### config.mk
export PLATFORM = sky130hd
export DESIGN_NAME = playerCore
export DESIGN_NICKNAME = d
export VERILOG_FILES = /design/src/hdl/player_pkg.sv /design/src/hdl/frameTicker.sv /design/src/hdl/walkAnimator.sv /design/src/hdl/jumpController.sv /design/src/hdl/horizontalMover.sv /design/src/hdl/verticalTracker.sv /design/src/hdl/playerCore.sv
export VERILOG_INCLUDE_DIRS = /design/src /design/src/hdl
export SDC_FILE = /design/constraint.sdc
export NUM_CORES = 1
export LEC_CHECK = 0
export ABC_AREA = 1
export BUFFER_PORTS_ARGS = -buffer_cell sky130_fd_sc_hd__buf_2
export CAP_MARGIN = 5
export CELL_PAD_IN_SITES_DETAIL_PLACEMENT = 1
export CELL_PAD_IN_SITES_GLOBAL_PLACEMENT = 1
export CORE_UTILIZATION = 42
export CTS_BUF_LIST = sky130_fd_sc_hd__clkbuf_16
export DETAILED_ROUTE_END_ITERATION = 8
export GPL_TIMING_DRIVEN = 0
export PLACE_DENSITY_LB_ADDON = 0.1
export SLEW_MARGIN = 20
export SYNTH_ARGS = -nofsm -noshare
export SYNTH_HDL_FRONTEND = slang
export SYNTH_HIERARCHICAL = 1
export SYNTH_SLANG_ARGS = --single-unit
### constraint.sdc
create_clock -name frame_clk -period 5.54 [get_ports frame_clk]
set_clock_uncertainty 0.05 [all_clocks]
set_input_delay 0.831 -clock frame_clk [delete_from_list [all_inputs] [get_ports frame_clk]]
set_output_delay 0.831 -clock frame_clk [all_outputs]
set_load 0.05 [all_outputs]
### src/hdl/player_cfg.svh
`ifndef PLAYER_CFG_SVH
`define PLAYER_CFG_SVH

// ============================================================
// Player start position and sprite extent
// ============================================================
`define PLAYER_X_START 12'd32
`define PLAYER_Y_START 12'd388
`define PLAYER_SIZE 12'd32

// ============================================================
// Screen limits
// ============================================================
// Left edge of the walkable area
`define X_MIN 12'd0
// Right limit, narrow or wide screen
`define X_MAX_NARROW 12'd319
`define X_MAX_WIDE 12'd639
// Bottom of sprite at or past this line snaps back to start
`define GROUND_LINE 12'd421

// Pixels per horizontal move and per scroll step
`define WALK_STEP 12'd3
`define SCROLL_STEP 12'd3

// Keyboard usage codes
`define KEY_LEFT 8'h04
`define KEY_RIGHT 8'h07
`define KEY_JUMP 8'h1A

// Two pipes, four bricks, one stair
`define OBSTACLE_COUNT 7

// ============================================================
// Frame counter wrap and step divisors
// ============================================================
`define TICK_WRAP 1000
`define WALK_DIV 5
`define JUMP_DIV 2

`endif

### src/hdl/player_pkg.sv
`include "player_cfg.svh"

package player_pkg;

	// Screen position, unsigned pixels
	typedef logic [11:0] coordT;
	// Raw keyboard usage code
	typedef logic [7:0] keycodeT;
	// One contact bit per obstacle
	typedef logic [`OBSTACLE_COUNT-1:0] obstacleMaskT;
	// Vertical pixels per frame, negative is up
	typedef logic signed [11:0] velocityT;

	// Walking pose FSM
	typedef enum logic [3:0] {
		Idle,
		LeftFootLeft, Switch1Left, RightFootLeft, Switch2Left,
		LeftFootRight, Switch1Right, RightFootRight, Switch2Right
	} walkStateT;

	// Jump arc and fall FSM, states kept in sequence order
	typedef enum logic [5:0] {
		Start, Jump1, JumpA,
		Jump2, Jump3, Jump4, Jump5, Jump6, Jump7, Jump8, Jump9, Jump10,
		ArcTop,
		Fall0, Fall1, Fall2, Fall3, Fall4, Fall5, Fall6, Fall7,
		Fall8, Fall9, Fall10, Fall11, Fall12, Fall13, Fall14, Fall15
	} jumpStateT;

endpackage

### src/hdl/frameTicker.sv
`include "player_cfg.svh"

module frameTicker (
	input  logic Reset,
	input  logic frame_clk,
	output logic walkTick,
	output logic jumpTick
);

	// Counter just wide enough to hold the wrap value
	localparam int TickWidth = $clog2(`TICK_WRAP + 1);
	localparam logic [TickWidth-1:0] TickLast = TickWidth'(`TICK_WRAP);

	logic [TickWidth-1:0] tickCount;

	// Free running, wraps after the last count
	always_ff @(posedge frame_clk or posedge Reset) begin
		if (Reset)
			tickCount <= '0;
		else if (tickCount >= TickLast)
			tickCount <= '0;
		else
			tickCount <= tickCount + 1'b1;
	end

	// Strobes on multiples of each divisor, both high at count 0
	assign walkTick = (tickCount % TickWidth'(`WALK_DIV)) == '0;
	assign jumpTick = (tickCount % TickWidth'(`JUMP_DIV)) == '0;

	// Count stays inside its range
	tickRange: assert property (@(posedge frame_clk) disable iff (Reset)
		tickCount <= TickLast)
		else $error("frame counter above wrap value");

endmodule

### src/hdl/walkAnimator.sv
`include "player_cfg.svh"

module walkAnimator
	import player_pkg::*;
(
	input  logic    Reset,
	input  logic    frame_clk,
	input  logic    walkTick,
	input  logic    facingRight,
	input  keycodeT keycode,
	output logic [3:0] walkPose
);

	walkStateT walkState;
	walkStateT walkNext;

	// Pose fields, packed as {direction, switch, right foot, left foot}
	logic poseDir;
	logic poseSwitch;
	logic poseRight;
	logic poseLeft;

	logic holdLeft;
	logic holdRight;

	// Only the first key slot drives the animation
	assign holdLeft = keycode == `KEY_LEFT;
	assign holdRight = keycode == `KEY_RIGHT;

	// ============================================================
	// State register, advances on walk strobe only
	// ============================================================
	always_ff @(posedge frame_clk or posedge Reset) begin
		if (Reset)
			walkState <= Idle;
		else if (walkTick)
			walkState <= walkNext;
	end

	// Next state
	always_comb begin
		walkNext = walkState;
		case (walkState)
			Idle: begin
				// Start a cycle only toward the current facing
				if (!facingRight && holdLeft)
					walkNext = LeftFootLeft;
				else if (facingRight && holdRight)
					walkNext = LeftFootRight;
			end
			// Left walk loop
			LeftFootLeft:   walkNext = holdLeft ? Switch1Left : Idle;
			Switch1Left:    walkNext = holdLeft ? RightFootLeft : Idle;
			RightFootLeft:  walkNext = holdLeft ? Switch2Left : Idle;
			Switch2Left:    walkNext = holdLeft ? LeftFootLeft : Idle;
			// Right walk loop
			LeftFootRight:  walkNext = holdRight ? Switch1Right : Idle;
			Switch1Right:   walkNext = holdRight ? RightFootRight : Idle;
			RightFootRight: walkNext = holdRight ? Switch2Right : Idle;
			Switch2Right:   walkNext = holdRight ? LeftFootRight : Idle;
			default:        walkNext = Idle;
		endcase
	end

	// ============================================================
	// Pose decode
	// ============================================================
	always_comb begin
		poseDir = 1'b0;
		poseSwitch = 1'b0;
		poseRight = 1'b0;
		poseLeft = 1'b0;
		case (walkState)
			// Standing pose keeps the facing
			Idle:           poseDir = facingRight;
			LeftFootLeft:   poseLeft = 1'b1;
			Switch1Left,
			Switch2Left:    poseSwitch = 1'b1;
			// Sprite table shows this frame with direction set
			RightFootLeft:  poseDir = 1'b1;
			LeftFootRight: begin
				poseDir = 1'b1;
				poseLeft = 1'b1;
			end
			Switch1Right,
			Switch2Right: begin
				poseDir = 1'b1;
				poseSwitch = 1'b1;
			end
			RightFootRight: begin
				poseDir = 1'b1;
				poseRight = 1'b1;
			end
			default:        poseDir = facingRight;
		endcase
	end

	assign walkPose = {poseDir, poseSwitch, poseRight, poseLeft};

	// Pose only moves on the frame ticker's walk strobe
	walkOnTick: assert property (@(posedge frame_clk) disable iff (Reset)
		!walkTick |=> $stable(walkState))
		else $error("walk state changed without a walk tick");

endmodule

### src/hdl/jumpController.sv
`include "player_cfg.svh"

module jumpController
	import player_pkg::*;
(
	input  logic         Reset,
	input  logic         frame_clk,
	input  logic         jumpTick,
	input  logic         grounded,
	input  keycodeT      keycode,
	input  keycodeT      keycodeAlt,
	input  obstacleMaskT obstacleTop,
	output velocityT     velocity
);

	jumpStateT jumpState;
	jumpStateT jumpNext;

	logic jumpKey;
	logic landing;

	// Jump accepted from either key slot
	assign jumpKey = (keycode == `KEY_JUMP) || (keycodeAlt == `KEY_JUMP);
	// Standing on ground or on top of any obstacle
	assign landing = grounded || (|obstacleTop);

	// ============================================================
	// State register
	// ============================================================
	// Steps on the jump strobe, at once when support appears
	always_ff @(posedge frame_clk or posedge Reset) begin
		if (Reset)
			jumpState <= Start;
		else if (jumpTick || landing)
			jumpState <= jumpNext;
	end

	// Next state, arc and fall run in enum order
	always_comb begin
		jumpNext = Start;
		if (jumpState == Start) begin
			if (jumpKey)
				jumpNext = Jump1;
			else if (!landing)
				// Walked off an edge
				jumpNext = Fall1;
		end else if (!landing && jumpState != Fall15) begin
			jumpNext = jumpStateT'(jumpState + 6'd1);
		end
	end

	// ============================================================
	// Velocity per state
	// ============================================================
	always_comb begin
		velocity = '0;
		if (jumpState == Start) begin
			if (jumpKey)
				velocity = -12'sd11;
			else if (!landing)
				velocity = 12'sd1;
		end else if (!landing) begin
			case (jumpState)
				// Rising, slowing toward the top
				Jump1:  velocity = -12'sd11;
				JumpA:  velocity = -12'sd10;
				Jump2:  velocity = -12'sd9;
				Jump3:  velocity = -12'sd8;
				Jump4:  velocity = -12'sd7;
				Jump5:  velocity = -12'sd6;
				Jump6:  velocity = -12'sd5;
				Jump7:  velocity = -12'sd4;
				Jump8:  velocity = -12'sd3;
				Jump9:  velocity = -12'sd2;
				Jump10: velocity = -12'sd1;
				ArcTop: velocity = 12'sd0;
				// Falling, speeding up
				Fall0:  velocity = 12'sd1;
				Fall1:  velocity = 12'sd2;
				Fall2:  velocity = 12'sd3;
				Fall3:  velocity = 12'sd4;
				Fall4:  velocity = 12'sd5;
				Fall5:  velocity = 12'sd6;
				Fall6:  velocity = 12'sd7;
				Fall7:  velocity = 12'sd8;
				Fall8:  velocity = 12'sd9;
				Fall9:  velocity = 12'sd10;
				// Terminal speed creeps up in pairs
				Fall10: velocity = 12'sd11;
				Fall11: velocity = 12'sd11;
				Fall12: velocity = 12'sd12;
				Fall13: velocity = 12'sd12;
				Fall14: velocity = 12'sd13;
				Fall15: velocity = 12'sd13;
				default: velocity = '0;
			endcase
		end
	end

	// Vertical speed bounded by the arc table
	velocityRange: assert property (@(posedge frame_clk) disable iff (Reset)
		(velocity >= -12'sd11) && (velocity <= 12'sd13))
		else $error("velocity outside jump table range");

endmodule

### src/hdl/horizontalMover.sv
`include "player_cfg.svh"

module horizontalMover
	import player_pkg::*;
(
	input  logic         Reset,
	input  logic         frame_clk,
	input  logic         wideBounds,
	input  keycodeT      keycode,
	input  keycodeT      keycodeAlt,
	input  obstacleMaskT obstacleLeft,
	input  obstacleMaskT obstacleRight,
	output coordT        playerX,
	output coordT        scrollX,
	output logic         facingRight
);

	coordT   xMax;
	coordT   stepArmed;
	coordT   stepKey;
	logic    faceNext;
	logic    canLeft;
	logic    canRight;
	keycodeT keySlot [2];

	// Right limit follows screen width
	assign xMax = wideBounds ? `X_MAX_WIDE : `X_MAX_NARROW;

	// Compare, no subtract, so no wrap at the left edge
	assign canLeft = (playerX > (`X_MIN + `PLAYER_SIZE)) && (obstacleLeft == '0);
	assign canRight = ((playerX + `PLAYER_SIZE) < xMax) && (obstacleRight == '0);

	assign keySlot[0] = keycode;
	assign keySlot[1] = keycodeAlt;

	// ============================================================
	// Key decode, second slot wins
	// ============================================================
	always_comb begin
		stepKey = '0;
		faceNext = facingRight;
		for (int i = 0; i < 2; i++) begin
			if (keySlot[i] == `KEY_LEFT) begin
				stepKey = canLeft ? -`WALK_STEP : '0;
				if (canLeft)
					faceNext = 1'b0;
			end else if (keySlot[i] == `KEY_RIGHT) begin
				stepKey = canRight ? `WALK_STEP : '0;
				if (canRight)
					faceNext = 1'b1;
			end
		end
	end

	// ============================================================
	// Position, armed step and facing
	// ============================================================
	// Arm one cycle, move the next, so 3 px every 2 frames
	always_ff @(posedge frame_clk or posedge Reset) begin
		if (Reset) begin
			playerX <= `PLAYER_X_START;
			stepArmed <= '0;
			facingRight <= 1'b1;
		end else begin
			playerX <= playerX + stepArmed;
			stepArmed <= (stepArmed != '0) ? '0 : stepKey;
			facingRight <= faceNext;
		end
	end

	// Scroll while pushing right at the limit, first slot only
	always_ff @(posedge frame_clk or posedge Reset) begin
		if (Reset)
			scrollX <= '0;
		else if (((playerX + `PLAYER_SIZE) >= xMax) && (keycode == `KEY_RIGHT)
				&& (obstacleRight == '0))
			scrollX <= scrollX + `SCROLL_STEP;
	end

	// Position only ever moves by one walk step
	xStep: assert property (@(posedge frame_clk) disable iff (Reset)
		(playerX == $past(playerX)) || (playerX == $past(playerX) + `WALK_STEP)
		|| (playerX == $past(playerX) - `WALK_STEP))
		else $error("playerX moved by more than one step");

endmodule

### src/hdl/verticalTracker.sv
`include "player_cfg.svh"

module verticalTracker
	import player_pkg::*;
(
	input  logic     Reset,
	input  logic     frame_clk,
	input  keycodeT  keycode,
	input  keycodeT  keycodeAlt,
	input  velocityT velocity,
	output coordT    playerY,
	output logic     grounded
);

	logic jumpKey;
	logic belowGround;

	assign jumpKey = (keycode == `KEY_JUMP) || (keycodeAlt == `KEY_JUMP);
	// Sprite bottom reached the ground line
	assign belowGround = (playerY + `PLAYER_SIZE) >= `GROUND_LINE;

	// ============================================================
	// Height integration and ground flag
	// ============================================================
	always_ff @(posedge frame_clk or posedge Reset) begin
		if (Reset) begin
			playerY <= `PLAYER_Y_START;
			grounded <= 1'b0;
		end else begin
			// Snap back to the resting line, else add velocity
			if (belowGround)
				playerY <= `PLAYER_Y_START;
			else
				playerY <= playerY + coordT'(velocity);
			// Jump key lifts off, rest line sets it again
			if (jumpKey)
				grounded <= 1'b0;
			else if (playerY == `PLAYER_Y_START)
				grounded <= 1'b1;
		end
	end

	// First frame after reset starts on the resting line
	yAfterReset: assert property (@(posedge frame_clk)
		$fell(Reset) |-> (playerY == `PLAYER_Y_START))
		else $error("playerY not at start after reset");

endmodule

### src/hdl/playerCore.sv
module playerCore
	import player_pkg::*;
(
	input  logic         Reset,
	input  logic         frame_clk,
	input  keycodeT      keycode,
	input  keycodeT      keycodeAlt,
	input  logic         wideBounds,
	input  obstacleMaskT obstacleLeft,
	input  obstacleMaskT obstacleRight,
	input  obstacleMaskT obstacleTop,
	output coordT        playerX,
	output coordT        playerY,
	output coordT        scrollX,
	output logic         facingRight,
	output logic [3:0]   walkPose
);

	// Frame strobes
	logic walkTick;
	logic jumpTick;
	// Vertical loop between tracker and jump FSM
	logic     grounded;
	velocityT velocity;

	frameTicker u_frameTicker (
		.Reset(Reset),
		.frame_clk(frame_clk),
		.walkTick(walkTick),
		.jumpTick(jumpTick)
	);

	walkAnimator u_walkAnimator (
		.Reset(Reset),
		.frame_clk(frame_clk),
		.walkTick(walkTick),
		.facingRight(facingRight),
		.keycode(keycode),
		.walkPose(walkPose)
	);

	jumpController u_jumpController (
		.Reset(Reset),
		.frame_clk(frame_clk),
		.jumpTick(jumpTick),
		.grounded(grounded),
		.keycode(keycode),
		.keycodeAlt(keycodeAlt),
		.obstacleTop(obstacleTop),
		.velocity(velocity)
	);

	horizontalMover u_horizontalMover (
		.Reset(Reset),
		.frame_clk(frame_clk),
		.wideBounds(wideBounds),
		.keycode(keycode),
		.keycodeAlt(keycodeAlt),
		.obstacleLeft(obstacleLeft),
		.obstacleRight(obstacleRight),
		.playerX(playerX),
		.scrollX(scrollX),
		.facingRight(facingRight)
	);

	verticalTracker u_verticalTracker (
		.Reset(Reset),
		.frame_clk(frame_clk),
		.keycode(keycode),
		.keycodeAlt(keycodeAlt),
		.velocity(velocity),
		.playerY(playerY),
		.grounded(grounded)
	);

endmodule

# == Yosys cells after proc, flatten, opt, wreduce, memory -nomap -nowiden ==
# Memories as Yosys holds them, arrays and structs flattened.
# Cells that the tools add are included.
# totals
ramBits,0
latchBits,0
out_inout_bits,41
n_memories,1
reg_bits,70
romBits,384
word_cells,110
# op_classes
div,1
add_sub_neg,7
n_mul,0
shifts,0
n_bitwise,0
eq_ne,17
n_reduce_logical,26
n_mux,44
magnitude_cmp,5
# mem_list
memory,depth,word_bits,rd,rd_ports_with_merged_regs,wr,line,rtl
(name not given),32,12,1,0,0,jumpController.sv:63,case (jumpState)
# ops
operator,n
2-to-1 mux 12 bit,11
case mux 4 bit (9 select lines),1
equality test 8 x 3 -> 1 bit (second input constant),4
adder 12 bit,2
adder 12 x 6 -> 12 bit (second input constant),2
zero test 10 bit,2
2-to-1 mux 10 bit,2
2-to-1 mux 6 bit,3
equality test 4 x 3 -> 1 bit (second input constant),4
equality test 8 x 5 -> 1 bit (second input constant),2
2-to-1 mux 4 bit,4
2-to-1 mux 1 bit,15
zero test 7 bit,2
adder 12 x 2 -> 12 bit (second input constant),1
equality test 12 x 9 -> 1 bit (second input constant),1
>= comparator 12 bit,1
>= comparator 12 x 9 -> 1 bit (second input constant),1
> comparator 12 x 6 -> 1 bit (second input constant),1
< comparator 12 bit,1
2-to-1 mux 3 bit,4
nonzero test 12 bit,1
adder 10 x 1 -> 10 bit (second input constant),1
>= comparator 10 bit (second input constant),1
remainder unit 10 x 3 -> 10 bit (second input constant),1
20 further kinds,32

# == Longest topological paths before layout ==
# logic_depth
depth_word,9
ltp_mapped,44

# == Modules after synthesis ==
# Netlist, hierarchy kept.
# by_module_without_submodules
module,area_each_um2,instances,cells_each
horizontalMover,2183.3,1,307
frameTicker,1293.7,1,213
verticalTracker,1285.0,1,196
jumpController,809.5,1,131
walkAnimator,520.5,1,91

# == Least setup slack after synthesis ==
# OpenSTA, ideal clock, no wires.
# synth_path
kind,flip-flop to flip-flop
start,reg u_frameTicker.tickCount[6]
end,reg u_walkAnimator.walkState[3]
setup_ns,0.121
path_buffers,1
arrival_time_ns,3.832
setup_slack_ns,1.538
stages_incl_launch_ff,42
cell_sequence,dfrtp_1 buf_2 inv_1 nand3_2 nand2_2 nand2_1 nand2_1 nand3_2 nand2_2 nand2_2 nand2_1 nand2_1 inv_2 nand2_2 nand2_2 nand2_1 nand2_1 inv_2 [... 6 more ...] inv_1 nor2_2 ha_1 inv_1 nand3_2 nand3_4 nand2_1 and2_1 ha_1 nand2_1 inv_1 nand3_1 nor2_1 nand2_1 a21oi_1 nand2_2 nand2_1 o21ai_1
# synth_between
elab_chain_cells,3
# synth_lines
item,line,rtl
start: declaration,frameTicker.sv:14,logic [TickWidth-1:0] tickCount;
start signal: assignment,frameTicker.sv:23,tickCount <= tickCount + 1'b1;
remainder unit 10 x 3 -> 10 bit,frameTicker.sv:27,assign walkTick = (tickCount % TickWidth'(`WALK_DIV)) == '0;
zero test 10 bit,frameTicker.sv:27,
net walkTick,playerCore.sv:20,logic walkTick;
AND reduction 2 bit (no source line),n/a,
end signal: assignment,walkAnimator.sv:35,walkState <= Idle;
end signal: assignment,walkAnimator.sv:37,walkState <= walkNext;
end: declaration,walkAnimator.sv:14,walkStateT walkState;
# The timed path passes the listed nets, and every way through them passes these cells.
# A chain may end at the register's enable or synchronous reset.

# == Worst setup path after layout ==
# layout_path
start,reg u_frameTicker.tickCount[6]
end,reg u_walkAnimator.walkState[1]
# The elaborated chain is that of the path after synthesis.

==> summary by stage <==
Status
The flow ran to the end, and the final reports show no timing, DRC or antenna violations.

Global route
The final global-route overflow total is 0. The largest net degree at the start of global routing is 29. The global-route track usage on met2 is 41.6%.

The global-route wire length before repair is roughly 28000 um. In the global route stage, met3 resource usage came out at 3.35%. The number of global-route vias before repair was between 6000 and 7000. The fraction of met1 tracks used by global routing is just under 30%. The initial antenna violation count is 0. After global routing, the most crowded layer is met2. For this run, the total global-route usage over all layers was measured as about a quarter.

STA
The clock period could shrink to roughly 4.6 ns. The worst slew slack as a fraction of its limit is a little over half. The hold violation total from the final report was 0.

Setup repair after global routing left no endpoint under its margin. The final cycle utilization of the critical path is 82.6%. The count of final max-slew check failures is 0. Static timing analysis puts the maximum clock frequency at roughly 220 MHz. The count of final setup violators is 0. The slew at the pin closest to its max-slew limit is 0.709 ns. In the final timing run, aggregate negative setup slack is 0 ns.

Die
For this configuration, the core starts out at a cell density of about 44%. The area of the core region is 0.0140 sq mm. In this run the core area contains 43 standard-cell rows.

The floorplan step set the die height to about 120 um. The area of the die is about 0.015 sq mm. The die span in x is 122 um. 81 I/O pins were placed.

CTS
The clock buffer count from CTS is 9. The number of H-tree branching levels is 3. For this design, the CTS-stage hold fixing added 0 buffers. TritonCTS built the clock tree. The master cell of the clock root buffer is clkbuf_16.

The clock transition at the register clock pins on the worst setup and hold paths after CTS is roughly 0.05 ns. The clock passes through at most 2 buffers. Once the clock tree was built, the setup fixing pass inserted 0 buffers. Post-CTS repair changed the size of 0 cells. The clock drives 61 sinks. The worst-skew pair later-pin latency is 0.34 ns.

Setup path
In this design, the stage delay of the slowest critical-path cell is approximately 0.35 ns. The category of the worst setup path capture point is a flop. In this run the worst path has a maximum fanout of 9. The dominant cell type by count on the critical path is nand2_1.

The data arrival time of the worst path is between 4 and 5 ns. The kind of start point of the critical path is a flop. For the worst setup path, the data required time is between 5 and 6 ns. The startpoint-to-endpoint class of the critical path is flop to flop. Among all stages on the critical path, the largest delay is contributed by dfrtp_1.

Synth
The synthesized instance count is around 940. The area of the mapped netlist is 0.00609 sq mm. The number of library cell types mapped by synthesis is 47.

The top cell type by area accounts for a little under a quarter of the synthesized area. Averaged over all synthesized cells, the footprint is between 6 and 7 sq um. By area the synthesized netlist is led by dfrtp_1 (23%), nand2_1 (16%), ha_1 (8.2%).

Counting every net in the synthesized netlist gives 1020. Among all flip-flop cells after synthesis, the most frequent one is dfrtp_1. The synthesized flop and latch total is about 60. For this run, the number of Yosys warnings is 6. Summing the sequential cell areas from Yosys gives about a quarter of the chip area. After synthesis, the share of flip-flops with an asynchronous set or reset is 100%.

The cell type with the highest aggregate area in the netlist is dfrtp_1. In this run, synthesis inferred 0 flip-flops with an integrated enable.

Worst hold path
The path class of the tightest hold or removal check is primary input to async pin.

Power and ir drop
The completed layout was analyzed and its total power is about 2000 uW. Across the VDD grid, the largest voltage drop is ~0.00021 V. For this design the static power due to leakage is approximately 0.004 uW.

The power per cell area is 280 mW/mm^2.

Finish
The area added between synthesis and finish is 14.7%. Summing all multi-input logic gate instances after layout gives slightly below 0.004 sq mm. In the final design database the tool counted between 1000 and 1500 nets. The total area of sequential cells is 0.00153 sq mm. The repair_antennas step left the layout with diodes totalling 0. The fraction of layout cells with a size suffix above 1 is around 20%. The filler cells instantiated in the layout total approximately 2000.

Once layout is complete, the cells apart from fillers number approximately 1200.

Route
The post-detailed-route count of antenna-violating nets is 0. The post-route DRC violation count is 0. The iteration count of the initial detailed-routing pass is 4. The count of vias placed by the detailed router is 6110. In the routed layout, each cell is associated on average with a via count of about 5.

The post-detailed-route wirelength per cell is 13.6 um. The final layout contains routed wiring with a total length of about 17000 um. For this block, the initial DRC count from the detailed router was roughly 170.

Run
The total of max-cap violations is 0.

Placed design
The number of input and output port buffers inserted is 80. The number of placed instances, taps included, is 1199. Routability-driven placement finished with a final weighted congestion of a little under 0.8. The post-detailed-placement half-perimeter wirelength is 13300 um.
==> state kept, by name, summed over array words and instances, names as in the netlist <==
signal                         count
u_horizontalMover/facingRight      1
u_walkAnimator/walkState           4
u_horizontalMover/scrollX         12
u_horizontalMover/stepArmed        3
u_verticalTracker/playerY         12
u_frameTicker/tickCount           10
u_horizontalMover/playerX         12
u_jumpController/jumpState         6
u_verticalTracker/grounded         1
==> synthesized netlist by cell type, drive strengths merged, types with 2 or more instances <==
| library cell | n |
|---|---|
| nand4 | 34 |
| o21bai | 2 |
| o2111ai | 2 |
| nand2 | 295 |
| nor3b | 4 |
| xor2 | 16 |
| o21ai | 27 |
| nor2 | 114 |
| nand3b | 2 |
| o211ai | 4 |
| nor4 | 5 |
| ha | 40 |
| nand3 | 81 |
| and2 | 4 |
| inv | 155 |
| or2 | 4 |
| xnor2 | 14 |
| fa | 2 |
| dfstp | 5 |
| buf | 17 |
| nor3 | 18 |
| a21oi | 30 |
| dfrtp | 56 |
==> per-stage QoR <==
step           hold slack [ns]  util [%]  setup slack [ns]  area [sq um]
6_report                 0.377      49.9             0.967          6990
3_5_place_dp             0.458      48.1             0.919          6730
4_1_cts                  0.375      49.9             0.893          6990
3_3_place_gp             0.427      48.0              1.06          6720
2_1_floorplan            0.413         -              1.54          6090
5_1_grt                  0.383      49.9             0.307          6990
==> layer usage <==
| metal | vias to the layer above | routed length, um |
|---|---|---|
| li1 | 3161 | - |
| met1 | 2856 | 7820 |
| met2 | 81 | 8060 |
| met3 | 12 | 509 |
| met4 | 0 | 160 |
| met5 | - | 0 |
==> worst max-delay path, delay by kind of cell, from the launching register on <==
family / cells / cell delay [ns]
AO/OA/AOI/OAI: 1 / 0.14
adder cells (fa/ha/maj): 2 / 0.47
buffers and inverters: 8 / 0.73
flip-flops: 1 / 0.35
AND/OR/NAND/NOR: 31 / 2.77
==> area by class of cell <==
class	instances	area share [%]
clock inverter	7	0.412
timing repair buffer	81	5.84
tap	180	3.22
inverter	156	8.38
clock buffer	9	3.22
multi-input combinational	703	55.1
sequential	61	21.9
buffer	18	1.83
==> cell families (layout without fill, tap and decap cells) <==
family / count (synthesis) / after routing / share of synthesized area [%]
compound gates: 68 / 68 / 6.24
xor+xnor: 30 / 30 / 4.31
fa+ha+maj: 42 / 42 / 8.87
buf+inv: 174 / 271 / 11.7
flops: 61 / 61 / 25.2
simple gates: 563 / 563 / 43.7
==> report_power, final <==
group          switching, uW  total (uW)  internal, uW  leakage (uW)
clock network            201         494           292      0.000138
registers               81.2         585           504      0.000799
logic                    618         874           256       0.00306
total                    900        1950          1050       0.00399
==> placed cells by master (no fill, tap or decap), types with 4 or more instances in the layout <==
cell type / synthesis / final
a21oi_1: 29 / 29
and2_1: 4 / 4
buf_2: 3 / 83
buf_4: 11 / 12
clkbuf_16: 0 / 9
dfrtp_1: 56 / 56
dfstp_2: 5 / 5
ha_1: 40 / 40
inv_1: 132 / 134
inv_2: 23 / 24
nand2_1: 262 / 262
nand2_2: 28 / 28
nand2_4: 5 / 5
nand3_1: 68 / 68
nand3_2: 11 / 11
nand4_1: 34 / 34
nor2_1: 96 / 96
nor2_2: 12 / 12
nor2_4: 5 / 5
nor3_1: 18 / 18
nor3b_1: 4 / 4
o211ai_1: 4 / 4
o21ai_0: 15 / 14
o21ai_1: 10 / 11
xnor2_1: 14 / 14
xor2_1: 16 / 16
==> path summary, 6_finish.rpt <==
check	from	end	slack [ns]	cells after the start
max in group asynchronous	Reset	u_horizontalMover/scrollX[0]	4.43	2
max reg2reg	u_frameTicker/tickCount[6]	u_walkAnimator/walkState[1]	0.97	42
min reg2reg	u_horizontalMover/stepArmed[0]	u_horizontalMover/playerX[0]	0.46	1
max	u_frameTicker/tickCount[6]	u_walkAnimator/walkState[1]	0.97	42
min	Reset	u_walkAnimator/walkState[3]	0.38	2
min in group frame_clk	u_horizontalMover/stepArmed[0]	u_horizontalMover/playerX[0]	0.46	1
(Power assumes the default switching activity.)
